==> src/trdb_packet_pkg.sv <==
/* packet formats and sync subformats, payload field offsets,
   packet byte lengths, payload types and the tracing states */
`default_nettype none

package trdb_packet_pkg;

    localparam int PAYLOAD_LEN = 72;
    localparam int P_LEN       = 4;

    typedef logic [PAYLOAD_LEN-1:0] payload_t;
    typedef logic [P_LEN-1:0]       plen_t;

    typedef enum logic [1:0] {
        F_BRANCH_FULL = 2'd1,
        F_ADDR_ONLY   = 2'd2,
        F_SYNC        = 2'd3
    } trdb_format_e;

    typedef enum logic [1:0] {
        SF_START = 2'd0,
        SF_TRAP  = 2'd1
    } trdb_sync_subformat_e;

    typedef enum logic {
        IDLE,
        TRACING
    } trace_state_e;

    // common to all formats
    localparam int P_FORMAT_LSB = 0;
    // format 3
    localparam int P_SUB_LSB       = 2;
    localparam int P_PRIV_LSB      = 4;
    localparam int P_BRANCH_BIT    = 6;
    localparam int P_SYNC_ADDR_LSB = 7;
    localparam int P_CAUSE_LSB     = 39;
    localparam int P_INTR_BIT      = 45;
    // format 2
    localparam int P_ADDR_LSB = 2;
    // format 1
    localparam int P_BCOUNT_LSB    = 2;
    localparam int P_BMAP_LSB      = 7;
    localparam int P_BMAP_ADDR_LSB = 38;

    // packet lengths in bytes
    localparam plen_t LEN_SYNC_START = 4'd5;
    localparam plen_t LEN_SYNC_TRAP  = 4'd6;
    localparam plen_t LEN_ADDR       = 4'd5;
    localparam plen_t LEN_BMAP_ADDR  = 4'd9;
    localparam plen_t LEN_BMAP_FULL  = 4'd5;

endpackage

`default_nettype wire

==> src/trdb_cfg_pkg.sv <==
/* encoder core configuration: data widths, major opcodes,
   resync limit and the vector types built on them */
`default_nettype none

package trdb_cfg_pkg;

    // core data widths
    localparam int XLEN      = 32;
    localparam int INST_LEN  = 32;
    localparam int CAUSE_LEN = 6;
    localparam int PRIV_LEN  = 2;

    // branch map holds up to 31 outcomes
    localparam int BRANCH_MAP_LEN   = 31;
    localparam int BRANCH_COUNT_LEN = 5;

    // instructions without a packet before a forced sync
    localparam int RESYNC_MAX     = 16;
    localparam int RESYNC_CNT_LEN = $clog2(RESYNC_MAX + 1);

    // major opcodes, inst[6:0]
    localparam logic [6:0] OPCODE_BRANCH = 7'b1100011;
    localparam logic [6:0] OPCODE_JALR   = 7'b1100111;

    typedef logic [XLEN-1:0]             addr_t;
    typedef logic [INST_LEN-1:0]         inst_t;
    typedef logic [CAUSE_LEN-1:0]        cause_t;
    typedef logic [PRIV_LEN-1:0]         priv_t;
    typedef logic [BRANCH_MAP_LEN-1:0]   bmap_t;
    typedef logic [BRANCH_COUNT_LEN-1:0] bcount_t;

endpackage

`default_nettype wire
==> src/trdb_inst_if.sv <==
/* view of the instruction under evaluation, with last-cycle flags */
`timescale 1ns/1ps
`default_nettype none

interface trdb_inst_if import trdb_cfg_pkg::*; ();

    // strobe for the "this" stage
    logic   eval;
    logic   qualified;
    // fields of the "this" instruction
    addr_t  iaddr;
    priv_t  priv;
    cause_t cause;
    logic   interrupt;
    logic   branch;
    logic   not_taken;
    // about the "last" instruction
    logic   lc_exception;
    logic   lc_updiscon;

    modport source (
        output eval, qualified, iaddr, priv, cause, interrupt,
        output branch, not_taken, lc_exception, lc_updiscon
    );

    modport sink (
        input eval, qualified, iaddr, priv, cause, interrupt,
        input branch, not_taken, lc_exception, lc_updiscon
    );

endinterface

`default_nettype wire

==> src/trace_encoder.sv <==
/* trace encoder top: instruction window, branch map, resync timer,
   decision FSM and packet emitter */
`timescale 1ns/1ps
`default_nettype none

module trace_encoder
    import trdb_cfg_pkg::*;
    import trdb_packet_pkg::*;
(
    input  logic         clk_i,
    input  logic         rst_ni,
    input  logic         inst_valid_i,
    input  logic         trace_enable_i,
    input  logic         exception_i,
    input  logic         interrupt_i,
    input  cause_t       cause_i,
    input  priv_t        priv_i,
    input  inst_t        inst_data_i,
    input  addr_t        iaddr_i,
    output logic         packet_valid_o,
    output trdb_format_e packet_format_o,
    output plen_t        packet_length_o,
    output payload_t     packet_payload_o
);

    // fsm control
    logic                 push, map_clear;
    logic                 timer_count, timer_clear, expired;
    logic                 emit, with_addr;
    trdb_format_e         format;
    trdb_sync_subformat_e sync_sub;
    // branch map state including current push
    bmap_t                map_next;
    bcount_t              count_next;

    trdb_inst_if inst_if0 ();

    trdb_inst_pipe inst_pipe0 (
        .clk_i          (clk_i),
        .rst_ni         (rst_ni),
        .inst_valid_i   (inst_valid_i),
        .trace_enable_i (trace_enable_i),
        .exception_i    (exception_i),
        .interrupt_i    (interrupt_i),
        .cause_i        (cause_i),
        .priv_i         (priv_i),
        .inst_data_i    (inst_data_i),
        .iaddr_i        (iaddr_i),
        .inst_o         (inst_if0)
    );

    trdb_branch_map branch_map0 (
        .clk_i        (clk_i),
        .rst_ni       (rst_ni),
        .push_i       (push),
        .not_taken_i  (inst_if0.not_taken),
        .clear_i      (map_clear),
        .map_next_o   (map_next),
        .count_next_o (count_next)
    );

    trdb_resync_timer resync_timer0 (
        .clk_i     (clk_i),
        .rst_ni    (rst_ni),
        .count_i   (timer_count),
        .clear_i   (timer_clear),
        .expired_o (expired)
    );

    trdb_encoder_fsm encoder_fsm0 (
        .clk_i         (clk_i),
        .rst_ni        (rst_ni),
        .inst_i        (inst_if0),
        .count_next_i  (count_next),
        .expired_i     (expired),
        .push_o        (push),
        .map_clear_o   (map_clear),
        .timer_count_o (timer_count),
        .timer_clear_o (timer_clear),
        .emit_o        (emit),
        .with_addr_o   (with_addr),
        .format_o      (format),
        .sync_sub_o    (sync_sub)
    );

    trdb_packet_emitter packet_emitter0 (
        .clk_i            (clk_i),
        .rst_ni           (rst_ni),
        .inst_i           (inst_if0),
        .emit_i           (emit),
        .with_addr_i      (with_addr),
        .format_i         (format),
        .sync_sub_i       (sync_sub),
        .map_i            (map_next),
        .count_i          (count_next),
        .packet_valid_o   (packet_valid_o),
        .packet_format_o  (packet_format_o),
        .packet_length_o  (packet_length_o),
        .packet_payload_o (packet_payload_o)
    );

endmodule

`default_nettype wire

==> src/trdb_packet_emitter.sv <==
/* packet payload packing and length selection, registered outputs */
`timescale 1ns/1ps
`default_nettype none

module trdb_packet_emitter
    import trdb_cfg_pkg::*;
    import trdb_packet_pkg::*;
(
    input  logic                 clk_i,
    input  logic                 rst_ni,
    trdb_inst_if.sink            inst_i,
    input  logic                 emit_i,
    input  logic                 with_addr_i,
    input  trdb_format_e         format_i,
    input  trdb_sync_subformat_e sync_sub_i,
    input  bmap_t                map_i,
    input  bcount_t              count_i,
    output logic                 packet_valid_o,
    output trdb_format_e         packet_format_o,
    output plen_t                packet_length_o,
    output payload_t             packet_payload_o
);

    payload_t payload_d;
    plen_t    length_d;
    logic     branch_bit;

    // cleared only for a taken branch
    assign branch_bit = ~(inst_i.branch & ~inst_i.not_taken);

    always_comb begin
        payload_d = '0;
        length_d  = LEN_SYNC_START;
        payload_d[P_FORMAT_LSB +: 2] = format_i;
        case (format_i)
            F_SYNC: begin
                payload_d[P_SUB_LSB +: 2]         = sync_sub_i;
                payload_d[P_PRIV_LSB +: PRIV_LEN] = inst_i.priv;
                payload_d[P_BRANCH_BIT]           = branch_bit;
                payload_d[P_SYNC_ADDR_LSB +: XLEN] = inst_i.iaddr;
                // trap variant appends the cause
                if (sync_sub_i == SF_TRAP) begin
                    payload_d[P_CAUSE_LSB +: CAUSE_LEN] = inst_i.cause;
                    payload_d[P_INTR_BIT]               = inst_i.interrupt;
                    length_d                            = LEN_SYNC_TRAP;
                end
            end
            F_ADDR_ONLY: begin
                payload_d[P_ADDR_LSB +: XLEN] = inst_i.iaddr;
                length_d                      = LEN_ADDR;
            end
            F_BRANCH_FULL: begin
                payload_d[P_BCOUNT_LSB +: BRANCH_COUNT_LEN] = count_i;
                payload_d[P_BMAP_LSB +: BRANCH_MAP_LEN]     = map_i;
                if (with_addr_i) begin
                    payload_d[P_BMAP_ADDR_LSB +: XLEN] = inst_i.iaddr;
                    length_d                           = LEN_BMAP_ADDR;
                end else begin
                    length_d = LEN_BMAP_FULL;
                end
            end
            default: ;
        endcase
    end

    // one-cycle valid, fields hold until the next packet
    always_ff @(posedge clk_i or negedge rst_ni) begin
        if (!rst_ni) begin
            packet_valid_o   <= 1'b0;
            packet_format_o  <= trdb_format_e'(2'd0);
            packet_length_o  <= '0;
            packet_payload_o <= '0;
        end else begin
            packet_valid_o <= emit_i;
            if (emit_i) begin
                packet_format_o  <= format_i;
                packet_length_o  <= length_d;
                packet_payload_o <= payload_d;
            end
        end
    end

endmodule

`default_nettype wire

==> src/trdb_encoder_fsm.sv <==
/* tracing state machine, packet priority decision and
   control of the branch map and resync timer */
`timescale 1ns/1ps
`default_nettype none

module trdb_encoder_fsm
    import trdb_cfg_pkg::*;
    import trdb_packet_pkg::*;
(
    input  logic                 clk_i,
    input  logic                 rst_ni,
    trdb_inst_if.sink            inst_i,
    input  bcount_t              count_next_i,
    input  logic                 expired_i,
    output logic                 push_o,
    output logic                 map_clear_o,
    output logic                 timer_count_o,
    output logic                 timer_clear_o,
    output logic                 emit_o,
    output logic                 with_addr_o,
    output trdb_format_e         format_o,
    output trdb_sync_subformat_e sync_sub_o
);

    trace_state_e state_q, state_d;
    logic         tracing;
    logic         map_full;

    assign tracing  = (state_q == TRACING);
    assign map_full = (count_next_i == bcount_t'(BRANCH_MAP_LEN));

    // priority decision, only on an evaluated instruction
    always_comb begin
        state_d     = state_q;
        emit_o      = 1'b0;
        with_addr_o = 1'b0;
        format_o    = F_SYNC;
        sync_sub_o  = SF_START;
        if (inst_i.eval) begin
            if (!tracing) begin
                // first qualified instruction opens the trace
                if (inst_i.qualified) begin
                    emit_o  = 1'b1;
                    state_d = TRACING;
                end
            end else if (!inst_i.qualified) begin
                state_d = IDLE;
            end else if (inst_i.lc_exception) begin
                emit_o     = 1'b1;
                sync_sub_o = SF_TRAP;
            end else if (inst_i.lc_updiscon) begin
                emit_o = 1'b1;
                // pending branches ride along with the address
                if (count_next_i != '0) begin
                    format_o    = F_BRANCH_FULL;
                    with_addr_o = 1'b1;
                end else begin
                    format_o = F_ADDR_ONLY;
                end
            end else if (expired_i) begin
                emit_o = 1'b1;
            end else if (map_full) begin
                emit_o   = 1'b1;
                format_o = F_BRANCH_FULL;
            end
        end
    end

    // only qualified branches fill the map
    assign push_o      = inst_i.eval & inst_i.qualified & inst_i.branch;
    assign map_clear_o = emit_o | (inst_i.eval & ~inst_i.qualified);

    // timer tracks quiet instructions inside a trace
    assign timer_count_o = inst_i.eval & tracing & inst_i.qualified & ~emit_o;
    assign timer_clear_o = emit_o | (inst_i.eval & tracing & ~inst_i.qualified);

    always_ff @(posedge clk_i or negedge rst_ni) begin
        if (!rst_ni) begin
            state_q <= IDLE;
        end else begin
            state_q <= state_d;
        end
    end

endmodule

`default_nettype wire

==> src/trdb_resync_timer.sv <==
/* count of instructions evaluated since the last packet */
`timescale 1ns/1ps
`default_nettype none

module trdb_resync_timer import trdb_cfg_pkg::*; (
    input  logic clk_i,
    input  logic rst_ni,
    input  logic count_i,
    input  logic clear_i,
    output logic expired_o
);

    logic [RESYNC_CNT_LEN-1:0] count_q;

    always_ff @(posedge clk_i or negedge rst_ni) begin
        if (!rst_ni) begin
            count_q <= '0;
        end else if (clear_i) begin
            count_q <= '0;
        end else if (count_i && !expired_o) begin
            // holds at the limit until a packet goes out
            count_q <= count_q + 1'b1;
        end
    end

    assign expired_o = (count_q == RESYNC_CNT_LEN'(RESYNC_MAX));

endmodule

`default_nettype wire

==> src/trdb_branch_map.sv <==
/* conditional branch outcome map and its count */
`timescale 1ns/1ps
`default_nettype none

module trdb_branch_map import trdb_cfg_pkg::*; (
    input  logic    clk_i,
    input  logic    rst_ni,
    input  logic    push_i,
    input  logic    not_taken_i,
    input  logic    clear_i,
    output bmap_t   map_next_o,
    output bcount_t count_next_o
);

    bmap_t   map_q;
    bcount_t count_q;

    // current push already folded in
    always_comb begin
        map_next_o   = map_q;
        count_next_o = count_q;
        if (push_i) begin
            // bit i is branch i, set when not taken
            map_next_o[count_q] = not_taken_i;
            count_next_o        = count_q + 1'b1;
        end
    end

    always_ff @(posedge clk_i or negedge rst_ni) begin
        if (!rst_ni) begin
            map_q   <= '0;
            count_q <= '0;
        end else if (clear_i) begin
            // the emitted packet took the outcomes
            map_q   <= '0;
            count_q <= '0;
        end else begin
            map_q   <= map_next_o;
            count_q <= count_next_o;
        end
    end

endmodule

`default_nettype wire

==> src/trdb_inst_pipe.sv <==
/* next/this/last instruction window, opcode decode of the next
   stage and not-taken detection from consecutive addresses */
`timescale 1ns/1ps
`default_nettype none

module trdb_inst_pipe import trdb_cfg_pkg::*; (
    input  logic              clk_i,
    input  logic              rst_ni,
    input  logic              inst_valid_i,
    input  logic              trace_enable_i,
    input  logic              exception_i,
    input  logic              interrupt_i,
    input  cause_t            cause_i,
    input  priv_t             priv_i,
    input  inst_t             inst_data_i,
    input  addr_t             iaddr_i,
    trdb_inst_if.source       inst_o
);

    // next stage
    logic   next_valid_q, next_qual_q, next_exc_q, next_intr_q;
    cause_t next_cause_q;
    priv_t  next_priv_q;
    inst_t  next_inst_q;
    addr_t  next_iaddr_q;
    logic   next_branch, next_jalr;
    // this stage
    logic   this_valid_q, this_qual_q, this_exc_q, this_intr_q;
    logic   this_branch_q, this_jalr_q;
    cause_t this_cause_q;
    priv_t  this_priv_q;
    addr_t  this_iaddr_q;
    // last stage, only flags survive
    logic   last_valid_q, last_exc_q, last_jalr_q;

    // decode on the instruction word before it moves on
    assign next_branch = (next_inst_q[6:0] == OPCODE_BRANCH);
    assign next_jalr   = (next_inst_q[6:0] == OPCODE_JALR);

    // control flags, shift only on accept
    always_ff @(posedge clk_i or negedge rst_ni) begin
        if (!rst_ni) begin
            next_valid_q  <= 1'b0;
            next_qual_q   <= 1'b0;
            next_exc_q    <= 1'b0;
            this_valid_q  <= 1'b0;
            this_qual_q   <= 1'b0;
            this_exc_q    <= 1'b0;
            this_branch_q <= 1'b0;
            this_jalr_q   <= 1'b0;
            last_valid_q  <= 1'b0;
            last_exc_q    <= 1'b0;
            last_jalr_q   <= 1'b0;
        end else if (inst_valid_i) begin
            next_valid_q  <= 1'b1;
            next_qual_q   <= trace_enable_i;
            next_exc_q    <= exception_i;
            this_valid_q  <= next_valid_q;
            this_qual_q   <= next_qual_q;
            this_exc_q    <= next_exc_q;
            this_branch_q <= next_valid_q & next_branch;
            this_jalr_q   <= next_valid_q & next_jalr;
            last_valid_q  <= this_valid_q;
            last_exc_q    <= this_exc_q;
            last_jalr_q   <= this_jalr_q;
        end
    end

    // instruction fields
    always_ff @(posedge clk_i) begin
        if (inst_valid_i) begin
            next_intr_q  <= interrupt_i;
            next_cause_q <= cause_i;
            next_priv_q  <= priv_i;
            next_inst_q  <= inst_data_i;
            next_iaddr_q <= iaddr_i;
            this_intr_q  <= next_intr_q;
            this_cause_q <= next_cause_q;
            this_priv_q  <= next_priv_q;
            this_iaddr_q <= next_iaddr_q;
        end
    end

    // "this" is judged when its second successor arrives
    assign inst_o.eval      = inst_valid_i & this_valid_q;
    assign inst_o.qualified = this_qual_q;
    assign inst_o.iaddr     = this_iaddr_q;
    assign inst_o.priv      = this_priv_q;
    assign inst_o.cause     = this_cause_q;
    assign inst_o.interrupt = this_intr_q;
    assign inst_o.branch    = this_branch_q;
    // sequential successor means the branch fell through
    assign inst_o.not_taken = (next_iaddr_q == this_iaddr_q + addr_t'(4));
    assign inst_o.lc_exception = last_valid_q & last_exc_q;
    assign inst_o.lc_updiscon  = last_valid_q & last_jalr_q;

endmodule

`default_nettype wire

==> config.mk <==
export PLATFORM = sky130hd
export DESIGN_NAME = trace_encoder
export DESIGN_NICKNAME = d
export VERILOG_FILES = /design/src/trdb_packet_pkg.sv /design/src/trdb_cfg_pkg.sv /design/src/trdb_inst_if.sv /design/src/trace_encoder.sv /design/src/trdb_packet_emitter.sv /design/src/trdb_encoder_fsm.sv /design/src/trdb_resync_timer.sv /design/src/trdb_branch_map.sv /design/src/trdb_inst_pipe.sv
export SDC_FILE = /design/constraint.sdc
export NUM_CORES = 1
export LEC_CHECK = 0
export ABC_AREA = 1
export BUFFER_PORTS_ARGS = -buffer_cell sky130_fd_sc_hd__buf_2
export CAP_MARGIN = 20
export CORE_AREA = 4 4 140 176
export DETAILED_ROUTE_END_ITERATION = 7
export DIE_AREA = 0 0 144 180
export PLACE_DENSITY_LB_ADDON = 0.3
export SYNTH_ARGS = -nofsm -noshare
export SYNTH_HDL_FRONTEND = slang
export SYNTH_HIERARCHICAL = 1
export SYNTH_SLANG_ARGS = --single-unit
==> constraint.sdc <==
create_clock -name clk_i -period 3.19 [get_ports clk_i]
set_input_delay 0.1595 -clock clk_i [delete_from_list [all_inputs] [get_ports clk_i]]
set_output_delay 0.1595 -clock clk_i [all_outputs]
set_load 0.02 [all_outputs]
### Word level (Yosys, flattened, before mapping)

Cells that the tools add are included.

* word-level logic and storage cells: 109
* register bits after elaboration: 219

* reductions and logical operators: 5
* add/sub/neg operators: 3
* bitwise operators: 19
* equal/unequal tests: 9
* muxes and demuxes: 43
* $lt $le $gt $ge: 2

Operators with widths (count)
* 32-bit one-hot mux with 3 select lines: 1
* 31-bit two-way mux: 2
* 32-bit by 3-bit adder with 32-bit output, second input constant: 1
* 32-bit == test: 1
* 32-bit two-way mux: 1
* 31-bit bitwise mux: 1
* 2-bit two-way mux: 12
* 24-bit two-way mux: 1
* 12-bit one-hot mux with 2 select lines: 1
* 5-bit two-way mux: 4
* 1-bit two-way mux: 16
* 7-bit == test, second input constant: 2
* 1-bit AND: 13
* 5-bit by 1-bit adder with 5-bit output, second input constant: 2
* 5-bit == test, second input constant: 2
* 4-bit one-hot mux with 2 select lines: 1
* 7-bit two-way mux: 1
* 5-bit by 6-bit < comparator with 1-bit output, second input constant: 1
* 1-bit demux with 5-bit select: 1
* 5-bit by 1-bit >= comparator with 1-bit output, second input constant: 1
* 5-bit nonzero test: 1
* 2-bit by 1-bit == test with 1-bit output, second input constant: 2
* 2-bit == test, second input constant: 2
* 4-bit two-way mux: 1
* other kinds (5): 10

### Depth between registers and ports, before layout

* depth in word-level cells: 17
* gate-level depth with buffers: 23

### By module

Netlist, hierarchy kept.

Modules (own cells, without submodules)
* trdb_inst_pipe: area each 4544.4 um2, seq. area each 2947.8 um2, cells an instance 437, times used 1
* trdb_packet_emitter: area each 3746.1 um2, seq. area each 1876.8 um2, cells an instance 505, times used 1
* trdb_branch_map: area each 2257.2 um2, seq. area each 900.9 um2, cells an instance 322, times used 1
* trdb_resync_timer: area each 341.6 um2, seq. area each 125.1 um2, cells an instance 41, times used 1
* trdb_encoder_fsm: area each 210.2 um2, seq. area each 25.0 um2, cells an instance 45, times used 1

### Least setup slack after synthesis

No wires, ideal clock.

* path type: input port to flip-flop
* start point: input port inst_valid_i
* end point: register packet_emitter0.packet_payload_o[22]
* setup time: 0.066 ns
* slack: 0.667 ns
* arrival: 2.458 ns
* required time: 3.124 ns
* cell stages on the path: 22
* path through: clkbuf_1 nand2_1 inv_1 nand2_1 nor2_1 buf_4 nand2_1 o21ai_0 nand2_1 nor2_1 nand3_1 nand2_1 inv_2 nor2_1 buf_6 inv_2 nor2_2 buf_2 nand2_1 nand3_1 nand2_1 nand2_1

* cells in the longest elaborated chain, start to end: 14

RTL lines
* start: declaration: line trace_encoder.sv:12 `input logic inst_valid_i,`
* 1-bit AND (*): line trdb_inst_pipe.sv:85 `assign inst_o.eval = inst_valid_i & this_valid_q;`
* via inst_if0.eval: line trdb_inst_if.sv:8 `logic eval;`
* 1-bit AND (*) (2 in series): line trdb_encoder_fsm.sv:70 `assign push_o = inst_i.eval & inst_i.qualified & inst_i.branch;`
* via push: line trace_encoder.sv:27 `logic push, map_clear;`
* 5-bit two-way mux (*): line trdb_branch_map.sv:22 `if (push_i) begin`
* via count_next[3]: line trace_encoder.sv:34 `bcount_t count_next;`
* 5-bit == test: line trdb_encoder_fsm.sv:30 `assign map_full = (count_next_i == bcount_t'(BRANCH_MAP_LEN));`
* 2-bit two-way mux: line trdb_encoder_fsm.sv:62 `end else if (map_full) begin`
* 2-bit two-way mux: line trdb_encoder_fsm.sv:60 `end else if (expired_i) begin`
* 2-bit two-way mux (*): line trdb_encoder_fsm.sv:51 `end else if (inst_i.lc_updiscon) begin`
* 2-bit two-way mux (*): line trdb_encoder_fsm.sv:48 `end else if (inst_i.lc_exception) begin`
* 2-bit two-way mux (*): line trdb_encoder_fsm.sv:46 `end else if (!inst_i.qualified) begin`
* 2-bit two-way mux (*): line trdb_encoder_fsm.sv:40 `if (!tracing) begin`
* 2-bit two-way mux (*): line trdb_encoder_fsm.sv:39 `if (inst_i.eval) begin`
* via format[1]: line trace_encoder.sv:30 `trdb_format_e format;`
* 2-bit by 1-bit == test with 1-bit output / 2-bit == test (equally long branches): line trdb_packet_emitter.sv:35 `case (format_i)`
* 32-bit one-hot mux with 3 select lines (*): line trdb_packet_emitter.sv:35
* end signal: assignment: line trdb_packet_emitter.sv:78 `packet_payload_o <= payload_d;`
* end: declaration: line trdb_packet_emitter.sv:21 `output payload_t packet_payload_o`

Mark *: on every way through the listed nets, which the timed path passes. The rest lies on a longest branch.
A chain may end at the register's enable or synchronous reset.

### Final worst setup path

* start point: input port inst_valid_i
* end point: register packet_emitter0.packet_payload_o[21]

The elaborated chain is that of the path after synthesis.

==> metrics.cfg <==
[global_route]
grt_max_degree = 58
grtUsageTotal = 0.2239
antenna_found_initial = 0
grt_pass1_vias = 9093
grt_pass1_wl_um = 47020
grt_overflow = 0

[logic_synthesis]
ys.warnings.count = 6
synth_area_per_cell_um2 = 8.222
synth_cell_types = 41
yosysSeqAreaShare = 0.5294
syn_inst = 1350
ys_seq_elements = 217
synth_area_um2 = 11100

[placement]
dp_cells = 1746
portBuffers = 129
gp_congestion = 0.9122
dpl_cell_area_um2 = 12100
dp_hpwl_um = 20280

[floorplanning]
rows = 62
initial_core_util = 0.4850
fp.dieH_um = 180
core_um2 = 22880
ioPinCount = 157
die_area_um2 = 25920
die_w_um = 144

[power_and_ir_drop]
power.density_nw_per_um2 = 542.7
leakagePower_uw = 0.006848
ir_drop_mv = 0.4539

[setup_path]
end_kind = register
crit_required_ns = 3.57
path_max_fanout = 14
r2r_slack_ns = 0.25
rr_worst_depth = 20
crit_path_start_kind = input pin
path_class = input pin to register
arrival_ns = 3.34
worstReg2RegEnd = packet_emitter0/packet_payload_o[21]$_DFFE_PN0P_
reg2reg_from = inst_pipe0/this_valid_q$_DFFE_PN0P_

[sta]
hold_violations = 0
finalCritPeriodShare = 0.9267
skew_ns = 0.01372
slew_viol_final = 0
tightest_slew_ns = 0.7886
slew_headroom = 0.4743
max_freq_mhz = 338.3
tns_ns = 0
rsz0062_at_grt = no
post-route-min-period_ns = 2.956
fin_hold_ws_ns = 0.2871
setup_viol = 0

[hold_path]
hold_class = input pin to async pin

[detailed_routing]
vias = 9382
drt_wl_total_um = 28980
drc = 0
route.antenna.remaining_nets = 0
via_per_inst = 5.080
drt_iter0_markers = 741
wl_per_cell_um = 15.69
drt_pass1_iterations = 5

[clock_tree]
cts_buffers = 22
clock_latency_ns = 0.50
cts_tree = done
cts-root-buf = clkbuf_16
h-tree-depth = 1
clk_path_buf_depth = 3
clkTransAtPathRegs_ns = 0.06
cts_sinks = 217

[layout]
stdcell_area_um2 = 13470
area_delta_synth_final_pct = 21.37
fillCellCount = 2009
drive_above_1_share = 0.1700
instances_no_fill = 1847
nets = 1632
postLayoutCoreUtil = 0.5887
diodes = 0

[outcome]
outcome = finished clean

[job]
cap_violations = 0

## power by group
group          total [µW]  leakage, µW  switching, µW  internal (µW)
sequential           3440      0.00256            223           3210
clock                2680     0.000369           1070           1610
combinational        1190      0.00391            758            435
## registers in the layout, indices dropped and copies added (netlist names), 2 cells and up
signal	cells
branch_map0/map_q	31
inst_pipe0/next_cause_q	6
inst_pipe0/inst_o.iaddr	32
inst_pipe0/inst_o.cause	6
inst_pipe0/next_inst_q	7
inst_pipe0/inst_o.priv	2
resync_timer0/count_q	5
inst_pipe0/next_priv_q	2
packet_emitter0/packet_payload_o	69
packet_emitter0/packet_length_o	4
branch_map0/count_q	5
inst_pipe0/next_iaddr_q	32
## synth_stat cells
library cell | instances | area [µm²]
xor2_1 | 10 | 87.58
o22ai_1 | 2 | 12.51
inv_4 | 1 | 6.260
inv_1 | 135 | 506.7
buf_1 | 3 | 11.26
clkinv_1 | 4 | 15.01
inv_2 | 9 | 33.78
nand2_1 | 485 | 1821
o21ai_0 | 27 | 135.1
nand3_2 | 6 | 60.06
o21ai_1 | 1 | 5.000
conb_1 | 2 | 7.510
and2_1 | 2 | 12.51
a21oi_1 | 8 | 40.04
o21ai_2 | 2 | 17.52
buf_4 | 11 | 82.58
nor2_4 | 8 | 90.09
nor2_1 | 112 | 420.4
nand3b_1 | 7 | 52.55
or2_2 | 2 | 12.51
mux2_2 | 1 | 11.26
nor2_2 | 10 | 62.56
xnor2_1 | 13 | 113.9
xor3_1 | 1 | 23.77
nand2_4 | 4 | 45.04
nand2_2 | 5 | 31.28
buf_2 | 18 | 90.09
bufinv_8 | 1 | 17.52
buf_6 | 5 | 56.30
o21a_1 | 1 | 7.510
nor2_8 | 2 | 40.04
dfrtp_1 | 128 | 3203
o21bai_1 | 5 | 37.54
nor4_1 | 1 | 6.260
buf_8 | 1 | 15.01
nand4_1 | 28 | 175.2
edfxtp_1 | 89 | 2673
nand3_1 | 170 | 850.8
ha_1 | 11 | 137.6
clkbuf_1 | 18 | 67.56
nor3_1 | 1 | 5.000
## routing by layer
layer,global-route usage,vias to the layer above,wire length [µm]
li1,-,4660,-
met1,0.2925,4416,11850
met2,0.3902,261,15010
met3,0.02632,45,1349
met4,0.06292,0,770
met5,0,-,0
## metrics by stage
stage / total power [µW] / worst slack [ns]
4_1_cts: 7358 / 0.1967
5_1_grt: 7642 / 0.008666
3_5_place_dp: 4622 / 0.2227
3_3_place_gp: 4593 / 0.3030
2_1_floorplan: 4141 / 0.6669
6_report: 7311 / 0.2339
## what timing repair did
action	CTS	global route
setup buffers	0	8
hold buffers	52	0
resized for setup	0	16
endpoints found under the hold margin	106	0
setup endpoints to repair	0	70
## layout make-up
cell class,count,area [µm²],area share
Inverter,150,588.1,0.04365
Clock buffer,30,621.8,0.04616
Timing Repair Buffer,223,1544,0.1146
Multi-Input combinational cell,928,4353,0.3231
Tap cell,288,360.3,0.02675
Sequential cell,217,5876,0.4361
Timing Repair inverter,1,5.005,0.0003715
Clock inverter,10,123.9,0.009195
## cells in the final DEF, fill, tap and decap left out, types with 28 or more instances in the layout
cell / synthesis / final
buf_2: 18 / 127
buf_4: 11 / 38
dfrtp_1: 128 / 128
dlygate4sd3_1: 0 / 52
edfxtp_1: 89 / 89
inv_1: 135 / 134
nand2_1: 485 / 484
nand3_1: 170 / 170
nand4_1: 28 / 28
nor2_1: 112 / 106
## cells by family after synthesis
| family | synth area share |
|---|---|
| compound gates | 0.02300 |
| xor+xnor | 0.02029 |
| fa+ha+maj | 0.01240 |
| buf+inv | 0.08128 |
| flops | 0.5294 |
| mux | 0.001014 |
| other cells | 0.0006766 |
| simple gates | 0.3320 |
## worst max-delay path: stages
cell and delay (ns):
dlygate4sd3_1 0.53, buf_4 0.17, nand2_1 0.09, inv_1 0.09, nand2_1 0.13, nor2_2 0.06, nand2_1 0.13, clkinv_1 0.26
nand2_2 0.18, nand2_1 0.14, nor2_1 0.19, nand3_1 0.09, nand2_1 0.10, inv_2 0.12, nor2_4 0.19, buf_4 0.17
nor2_8 0.04, buf_4 0.18, nand2_1 0.07, nand3_1 0.11, nand2_1 0.09, nand2_1 0.05
## worst max-delay path by stage
stage,startpoint,to,slack [ns],cells past startpoint
global placement,inst_pipe0/inst_o.iaddr[4]$_DFFE_PP_,packet_emitter0/packet_payload_o[35]$_DFFE_PN0P_,0.30,21
global route,inst_valid_i,packet_emitter0/packet_payload_o[17]$_DFFE_PN0P_,0.009,22
floorplan,inst_valid_i,packet_emitter0/packet_payload_o[22]$_DFFE_PN0P_,0.67,22
CTS,inst_pipe0/this_valid_q$_DFFE_PN0P_,packet_emitter0/packet_payload_o[44]$_DFFE_PN0P_,0.20,16
finish,inst_valid_i,packet_emitter0/packet_payload_o[21]$_DFFE_PN0P_,0.23,22
detailed placement,inst_pipe0/this_valid_q$_DFFE_PN0P_,packet_emitter0/packet_payload_o[44]$_DFFE_PN0P_,0.22,16
(Power assumes the default switching activity.)
